`src/include/ncpu_tsc_config.svh`:
```
`ifndef NCPU_TSC_CONFIG_SVH
`define NCPU_TSC_CONFIG_SVH

// MSR data path width
`define NCPU_DW 32

// Compare field width, also the number of low TSR bits compared
`define NCPU_TSC_CNT_DW 24

// TCR control bits, above the compare field
`define NCPU_MSR_TSC_TCR_EN 24
`define NCPU_MSR_TSC_TCR_I 25
`define NCPU_MSR_TSC_TCR_P 26
`define NCPU_MSR_TSC_TCR_RB1 27

// MSR address space
`define NCPU_MSR_ADDR_DW 2
`define NCPU_MSR_TSR 2'd0
`define NCPU_MSR_TCR 2'd1
`define NCPU_MSR_IMR 2'd2
`define NCPU_MSR_IRR 2'd3

// External interrupt lines
`define NCPU_EXT_IRQ_NUM 3

// IMR/IRR width, bit 0 is the timer
`define NCPU_IRQ_DW (`NCPU_EXT_IRQ_NUM + 1)

`endif

```
`src/hw/tsc_pkg.sv`:
```
`include "ncpu_tsc_config.svh"

package tsc_pkg;

   // TCR layout, MSB first
   // Reserved bits sit above RB1 and read as zero
   typedef struct packed {
      logic [`NCPU_DW-`NCPU_MSR_TSC_TCR_RB1-2:0] reserved;
      // Spare bit, kept as written
      logic                                     rb1;
      // Pending, live timer interrupt on read
      logic                                     p;
      // Interrupt enable
      logic                                     i;
      // Count enable
      logic                                     en;
      // Compare value
      logic [`NCPU_TSC_CNT_DW-1:0]              cnt;
   } tcr_fields_t;

   // Same TCR word, raw or by field
   typedef union packed {
      logic [`NCPU_DW-1:0] raw;
      tcr_fields_t         f;
   } tcr_u;

   // MSR addresses
   typedef enum logic [`NCPU_MSR_ADDR_DW-1:0] {
      MSR_TSR = `NCPU_MSR_TSR,
      MSR_TCR = `NCPU_MSR_TCR,
      MSR_IMR = `NCPU_MSR_IMR,
      MSR_IRR = `NCPU_MSR_IRR
   } msr_addr_e;

endpackage

```
`src/hw/msr_bus_slave.sv`:
```
`timescale 1ns/1ns

`include "ncpu_tsc_config.svh"

module msr_bus_slave
   import tsc_pkg::*;
(
   input  logic                    clk,
   input  logic                    rst_n,
   // Host port
   input  logic                    msr_req,
   input  logic                    msr_we,
   input  msr_addr_e               msr_addr,
   input  logic [`NCPU_DW-1:0]     msr_wdata,
   output logic                    msr_ack,
   output logic [`NCPU_DW-1:0]     msr_rdata,
   // Current register values
   input  logic [`NCPU_DW-1:0]     tsr,
   input  logic [`NCPU_DW-1:0]     tcr_rd,
   input  logic [`NCPU_IRQ_DW-1:0] imr,
   input  logic [`NCPU_IRQ_DW-1:0] irr,
   // Write side to the blocks
   output logic [`NCPU_DW-1:0]     wr_data,
   output logic                    tsr_we,
   output logic                    tcr_we,
   output logic                    imr_we
);

   logic               accept;
   logic               wr_acc;
   logic               ack_nxt;
   logic [`NCPU_DW-1:0] rd_mux;

   // New transaction: request up, previous ack already dropped
   assign accept = msr_req & ~msr_ack;
   assign wr_acc = accept & msr_we;

   // One strobe per write, IRR has none
   assign tsr_we = wr_acc & (msr_addr == MSR_TSR);
   assign tcr_we = wr_acc & (msr_addr == MSR_TCR);
   assign imr_we = wr_acc & (msr_addr == MSR_IMR);

   // Shared write data bus
   assign wr_data = msr_wdata;

   // Read mux
   always_comb begin
      rd_mux = '0;
      case (msr_addr)
         MSR_TSR: rd_mux = tsr;
         // Already bypassed by the timer
         MSR_TCR: rd_mux = tcr_rd;
         MSR_IMR: rd_mux = {{(`NCPU_DW-`NCPU_IRQ_DW){1'b0}}, imr};
         MSR_IRR: rd_mux = {{(`NCPU_DW-`NCPU_IRQ_DW){1'b0}}, irr};
         default: rd_mux = '0;
      endcase
   end

   // Handshake
   // Rise one cycle after req, hold while req stays, drop one cycle after req falls
   always_comb begin
      if (accept) begin
         ack_nxt = 1'b1;
      end else if (msr_ack && !msr_req) begin
         ack_nxt = 1'b0;
      end else begin
         ack_nxt = msr_ack;
      end
   end

   always_ff @(posedge clk) begin
      if (!rst_n) begin
         msr_ack <= 1'b0;
      end else begin
         msr_ack <= ack_nxt;
      end
   end

   // Read data captured at the accepting edge, stable while ack is high
   always_ff @(posedge clk) begin
      if (accept) begin
         msr_rdata <= rd_mux;
      end
   end

   // Ack only ever answers a request
   a_ack_needs_req: assert property (
      @(posedge clk) disable iff (!rst_n)
      $rose(msr_ack) |-> $past(msr_req)
   );

   // Blocks never see two writes at once
   a_one_strobe: assert property (
      @(posedge clk) disable iff (!rst_n)
      $onehot0({tsr_we, tcr_we, imr_we})
   );

endmodule

```
`src/hw/tsc_timer.sv`:
```
`timescale 1ns/1ns

`include "ncpu_tsc_config.svh"

module tsc_timer
   import tsc_pkg::*;
(
   input  logic                clk,
   input  logic                rst_n,
   input  logic [`NCPU_DW-1:0] wr_data,
   input  logic                tsr_we,
   input  logic                tcr_we,
   output logic [`NCPU_DW-1:0] tsr,
   output logic [`NCPU_DW-1:0] tcr_rd,
   output logic                tsc_irq
);

   tcr_u tcr_q;
   tcr_u tcr_in;
   tcr_u tcr_ff;
   tcr_u tcr_view;
   logic irq_set;
   logic irq_clr;

   // Incoming TCR word, reserved bits forced to zero
   always_comb begin
      tcr_in = tcr_u'(wr_data);
      tcr_in.f.reserved = '0;
   end

   // Stored TCR
   always_ff @(posedge clk) begin
      if (!rst_n) begin
         tcr_q <= '0;
      end else if (tcr_we) begin
         tcr_q <= tcr_in;
      end
   end

   // Stored view, P shows the live interrupt
   always_comb begin
      tcr_ff = tcr_q;
      tcr_ff.f.p = tsc_irq;
   end

   // Same-cycle write wins on read and on control
   assign tcr_view = tcr_we ? tcr_in : tcr_ff;
   assign tcr_rd = tcr_view.raw;

   // TSR counter
   // Write has priority over counting
   always_ff @(posedge clk) begin
      if (!rst_n) begin
         tsr <= '0;
      end else if (tsr_we) begin
         tsr <= wr_data;
      end else if (tcr_view.f.en) begin
         tsr <= tsr + 1'b1;
      end
   end

   // Low counter bits hit the compare value with interrupt enabled
   assign irq_set = (tsr[`NCPU_TSC_CNT_DW-1:0] == tcr_view.f.cnt) & tcr_view.f.i;

   // Software writes P as zero
   assign irq_clr = tcr_we & ~tcr_in.f.p;

   // Pending flag, clear beats set
   always_ff @(posedge clk) begin
      if (!rst_n) begin
         tsc_irq <= 1'b0;
      end else if (irq_set | irq_clr) begin
         tsc_irq <= irq_set & ~irq_clr;
      end
   end

   // No new interrupt without I in force the cycle before
   a_irq_needs_i: assert property (
      @(posedge clk) disable iff (!rst_n)
      $rose(tsc_irq) |-> $past(tcr_view.f.i)
   );

endmodule

```
`src/hw/epu_irq_ctrl.sv`:
```
`timescale 1ns/1ns

`include "ncpu_tsc_config.svh"

module epu_irq_ctrl (
   input  logic                         clk,
   input  logic                         rst_n,
   input  logic [`NCPU_EXT_IRQ_NUM-1:0] ext_irq,
   input  logic                         tsc_irq,
   input  logic [`NCPU_DW-1:0]          wr_data,
   input  logic                         imr_we,
   output logic [`NCPU_IRQ_DW-1:0]      imr,
   output logic [`NCPU_IRQ_DW-1:0]      irr,
   output logic                         irq
);

   logic [`NCPU_EXT_IRQ_NUM-1:0] ext_s1;
   logic [`NCPU_EXT_IRQ_NUM-1:0] ext_s2;
   logic [`NCPU_IRQ_DW-1:0]      pend;

   // Two-flop synchronizer for the external lines
   always_ff @(posedge clk) begin
      if (!rst_n) begin
         ext_s1 <= '0;
         ext_s2 <= '0;
      end else begin
         ext_s1 <= ext_irq;
         ext_s2 <= ext_s1;
      end
   end

   // Mask register, low bits of the write word
   always_ff @(posedge clk) begin
      if (!rst_n) begin
         imr <= '0;
      end else if (imr_we) begin
         imr <= wr_data[`NCPU_IRQ_DW-1:0];
      end
   end

   // Raw requests
   // Bit 0 is the timer, external lines above it
   assign irr = {ext_s2, tsc_irq};

   // Enabled requests
   assign pend = irr & imr;

   // Single interrupt line to the core
   always_ff @(posedge clk) begin
      if (!rst_n) begin
         irq <= 1'b0;
      end else begin
         irq <= |pend;
      end
   end

   // Fully masked means quiet on the next cycle
   a_masked_quiet: assert property (
      @(posedge clk) disable iff (!rst_n)
      ($past(imr) == '0) |-> !irq
   );

endmodule

```
`src/hw/epu_tsc_top.sv`:
```
`timescale 1ns/1ns

`include "ncpu_tsc_config.svh"

module epu_tsc_top
   import tsc_pkg::*;
(
   input  logic                         clk,
   input  logic                         rst_n,
   // MSR host port
   input  logic                         msr_req,
   input  logic                         msr_we,
   input  msr_addr_e                    msr_addr,
   input  logic [`NCPU_DW-1:0]          msr_wdata,
   output logic                         msr_ack,
   output logic [`NCPU_DW-1:0]          msr_rdata,
   // Interrupt lines
   input  logic [`NCPU_EXT_IRQ_NUM-1:0] ext_irq,
   output logic                         irq
);

   logic [`NCPU_DW-1:0]     wr_data;
   logic                    tsr_we;
   logic                    tcr_we;
   logic                    imr_we;
   logic [`NCPU_DW-1:0]     tsr;
   logic [`NCPU_DW-1:0]     tcr_rd;
   logic [`NCPU_IRQ_DW-1:0] imr;
   logic [`NCPU_IRQ_DW-1:0] irr;
   logic                    tsc_irq;

   // Host side, decode and read mux
   msr_bus_slave u_slave (
      .clk       (clk),
      .rst_n     (rst_n),
      .msr_req   (msr_req),
      .msr_we    (msr_we),
      .msr_addr  (msr_addr),
      .msr_wdata (msr_wdata),
      .msr_ack   (msr_ack),
      .msr_rdata (msr_rdata),
      .tsr       (tsr),
      .tcr_rd    (tcr_rd),
      .imr       (imr),
      .irr       (irr),
      .wr_data   (wr_data),
      .tsr_we    (tsr_we),
      .tcr_we    (tcr_we),
      .imr_we    (imr_we)
   );

   // Timestamp counter and compare
   tsc_timer u_timer (
      .clk     (clk),
      .rst_n   (rst_n),
      .wr_data (wr_data),
      .tsr_we  (tsr_we),
      .tcr_we  (tcr_we),
      .tsr     (tsr),
      .tcr_rd  (tcr_rd),
      .tsc_irq (tsc_irq)
   );

   // Interrupt combine and mask
   epu_irq_ctrl u_irq (
      .clk     (clk),
      .rst_n   (rst_n),
      .ext_irq (ext_irq),
      .tsc_irq (tsc_irq),
      .wr_data (wr_data),
      .imr_we  (imr_we),
      .imr     (imr),
      .irr     (irr),
      .irq     (irq)
   );

endmodule

```
`config.mk`:
```
export PLATFORM = sky130hd
export DESIGN_NAME = epu_tsc_top
export DESIGN_NICKNAME = d
export VERILOG_FILES = /design/src/hw/tsc_pkg.sv /design/src/hw/msr_bus_slave.sv /design/src/hw/tsc_timer.sv /design/src/hw/epu_irq_ctrl.sv /design/src/hw/epu_tsc_top.sv
export VERILOG_INCLUDE_DIRS = /design/src /design/src/include
export SDC_FILE = /design/constraint.sdc
export NUM_CORES = 1
export LEC_CHECK = 0
export ABC_AREA = 1
export BUFFER_PORTS_ARGS = -buffer_cell sky130_fd_sc_hd__buf_2
export CELL_PAD_IN_SITES_DETAIL_PLACEMENT = 2
export CELL_PAD_IN_SITES_GLOBAL_PLACEMENT = 2
export CORE_UTILIZATION = 33
export CTS_BUF_LIST = sky130_fd_sc_hd__clkbuf_8
export DETAILED_ROUTE_END_ITERATION = 12
export MAX_ROUTING_LAYER = met4
export PLACE_DENSITY_LB_ADDON = 0.1
export SLEW_MARGIN = 20
export SYNTH_ARGS = -nofsm -noshare
export SYNTH_HDL_FRONTEND = slang
export SYNTH_HIERARCHICAL = 1
export SYNTH_SLANG_ARGS = --single-unit
```
`constraint.sdc`:
```
create_clock -name clk -period 3.3 [get_ports clk]
set_clock_uncertainty 0.1 [all_clocks]
set_input_delay 0.33 -clock clk [delete_from_list [all_inputs] [get_ports clk]]
set_output_delay 0.33 -clock clk [all_outputs]
set_load 0.005 [all_outputs]
```
==> metrics <==
Die W 141 um; sequential area share after synthesis 0.377; area of the multi-input gates 2990 um2; Post-synth top flop dfxtp_1; Slew Limit Fails 0; Max Cap Viol 0; post-route ant nets 0; R2R Path End u_timer/tsr[18]$_SDFFE_PN0P_; final wirelength 23400 um; Post-synth EDFFs 32; clk_lat worst skew 0.39 ns; Cells after Synth 962; Cell Rows 50; Logic pwr share 0.152; final core utilization 0.365; number of global-route vias before repair 6604; area share of the largest cell type after synthesis 0.226; routed vias 6144; IO Count 75; Synth area leader dfxtp_1; placed cells 1241; CP startpoint kind register; Worst Path Required 3.52 ns; Reg area 2400 um2; GRT Util Overall 0.254; DR vias/cell 4.89; Worst slew margin 0.466; min-delay worst type in2reg; P_int 1.81 mW; path depth of the worst reg2reg path 12; CTS Hold Bufs 0; Area Overhead vs Synth 7.86%; Reg2Reg Setup Slack 0.55 ns; CTS buffer count 9; Lkg Pwr 3.29 nW; flops & latches, synth 104; top post-synthesis cells by area dfxtp_1 23%, nand2_1 19%, edfxtp_1 15%; FFs w/ async S/R, synth 0; Final Non-Filler Cells 1257; core box area 18800 um2; Peak Freq 364 MHz; unrepaired setup endpoints after global routing no; DRT iter0 DRCs 265; DRC viols 0; Setup crit start u_slave/msr_ack$_SDFFE_PN0P_; wire per inst 18.6 um; Resize count post-CTS 0; Worst-Margin Slew 0.795 ns; clock sink total 104; Crit. End Element register; first-pass GRT wire length 37000 um; die area 19900 um2; clock network fraction of design power 0.300; layout cells sized above 1 0.146; final worst path period share 0.833; synth warn 6; DR pass1 iterations 4; gp weighted congestion 0.823; die extent in y 141 um; Fillers 2348; Arrival @ worst endpoint 2.97 ns; clock slew at reported path FFs 0.11 ns; I/O Buffers 74; Root Driver clkbuf_8; nets 1035; gr ovfl total 0; R2R Path Start u_slave/msr_ack$_SDFFE_PN0P_; Worst Path Max Fanout 22; Ant. Diodes 0; critical path class reg2reg; Flop pwr share 0.548; total negative slack 0 ns; synth unique cells 36; Mean Syn Cell Area 6.62 um2; worst hold start ext_irq[1]; Initial Util 0.338; htree depth 3; outcome finished, final reports clean; initial antenna violation count 0; Power Dens Cells 379 nW/um2; worst setup path endpoint u_timer/tsr[18]$_SDFFE_PN0P_; Net Sw Frac 0.307; Sw Pwr 0.799 mW; DP Wirelength 17200 um; Worst IR Drop VDD 0.164 mV; Post-CTS Repair Setup Buffers 0; largest net degree at the start of global routing 40; maximum buffer depth of the clock tree 2; Final min period 2.75 ns; Synth Cell Area 6370 um2; Final Hold Viols 0; # setup viols final 0; CTS tree done
registers in the layout (all words and copies together), names as in the netlist:
name	count
u_timer/tcr_q	27
u_timer/tsc_irq	1
u_irq/imr	4
u_slave/msr_ack	1
u_timer/tsr	32
u_irq/ext_s2	3
u_irq/ext_s1	3
u_slave/msr_rdata	32
u_irq/irq	1
routing by layer:
metal	GRT usage	vias up	part of all wire
met5	-	-	0
met4	0.0492	0	0.0098
met3	0.0306	12	0.019
met2	0.442	72	0.49
met1	0.316	3034	0.48
li1	-	3026	-
critical path, stage by stage, from the launching register on:
cell and delay (ns):
dfxtp_1 0.32, inv_1 0.07, ha_2 0.18, nand2_1 0.12, nor3_2 0.28, buf_4 0.34
nand2_1 0.14, nand2_4 0.14, nand2_1 0.12, inv_2 0.32, buf_4 0.28, nand3_1 0.13
a21oi_2 0.13
Yosys cell counts, drive strengths merged, types with 6 or more instances:
cell,instances
o22ai,11
nand4,8
a31oi,6
clkbuf,6
nand3,106
dfxtp,72
nor3,16
o21ai,24
nand2,339
buf,65
a21oi,31
inv,134
xor2,8
nor2,96
edfxtp,32
power by group through the flow:
stage / Sequential (mW) / Clock (mW) / Combinational [mW]
global route: 1.43 / 0.856 / 0.444
floorplan: 1.45 / 0 / 0.256
CTS: 1.43 / 0.814 / 0.403
detailed placement: 1.46 / 0 / 0.399
finish: 1.43 / 0.782 / 0.397
global placement: 1.45 / 0 / 0.388
cell usage in the layout (no fill, tap or decap), types with 2 or more instances in the layout:
cell / count
clkbuf_8: 10
clkinv_1: 2
nand2_4: 4
o211ai_1: 2
o21ai_2: 3
o22ai_1: 11
a21oi_2: 3
edfxtp_1: 32
nor3_1: 11
nor3_2: 4
o21ai_1: 4
buf_4: 14
nand2_1: 329
a31oi_1: 6
o21ai_0: 17
dfxtp_1: 72
nand3_1: 104
nand2_2: 6
a21oi_1: 28
inv_2: 9
nor2_1: 85
nand3_2: 2
buf_2: 74
nand4_1: 8
xor2_1: 8
inv_1: 125
nor2_4: 4
nor2_2: 6
conb_1: 4
cell type report:
cell class / count / share of cell area
Clock inverter: 6 / 0.00528
Sequential cell: 104 / 0.350
Inverter: 134 / 0.0736
Tap cell: 260 / 0.0474
Timing Repair Buffer: 88 / 0.0692
Clock buffer: 10 / 0.0200
Multi-Input combinational cell: 655 / 0.435
per-stage QoR:
step	setup WS [ns]	cell area (um2)	power, mW	hold WS (ns)
after floorplan	0.527	6380	1.71	0.286
after CTS	0.549	6870	2.64	0.00263
final	0.551	6870	2.60	0.0199
after detailed placement	0.524	6700	1.86	0.302
after global placement	0.659	6700	1.84	0.300
after global routing	0.272	6870	2.73	0.0181
kinds of logic (layout without fill, tap and decap cells):
family | after synthesis | after routing | share of synthesized area
AOI/OAI and AO/OA | 74 | 74 | 0.0658
DFF | 104 | 104 | 0.377
adders and majority gates | 2 | 2 | 0.00393
xor gates and xnor gates | 8 | 8 | 0.0110
other | 1 | 4 | 0.000589
and+or+nand+nor | 567 | 567 | 0.384
buffers and inverters | 206 | 238 | 0.158
how the worst min path moves through the flow:
stage	slack, ns	cells after the start	end
CTS	0.003	3	u_irq/ext_s1[1]$_SDFF_PN0_
global placement	0.30	2	u_irq/ext_s2[1]$_SDFF_PN0_
global route	0.02	3	u_irq/ext_s1[2]$_SDFF_PN0_
detailed placement	0.30	2	u_irq/ext_s2[1]$_SDFF_PN0_
floorplan	0.29	2	u_irq/ext_s2[1]$_SDFF_PN0_
finish	0.02	3	u_irq/ext_s1[1]$_SDFF_PN0_
(Power assumes the default switching activity.)
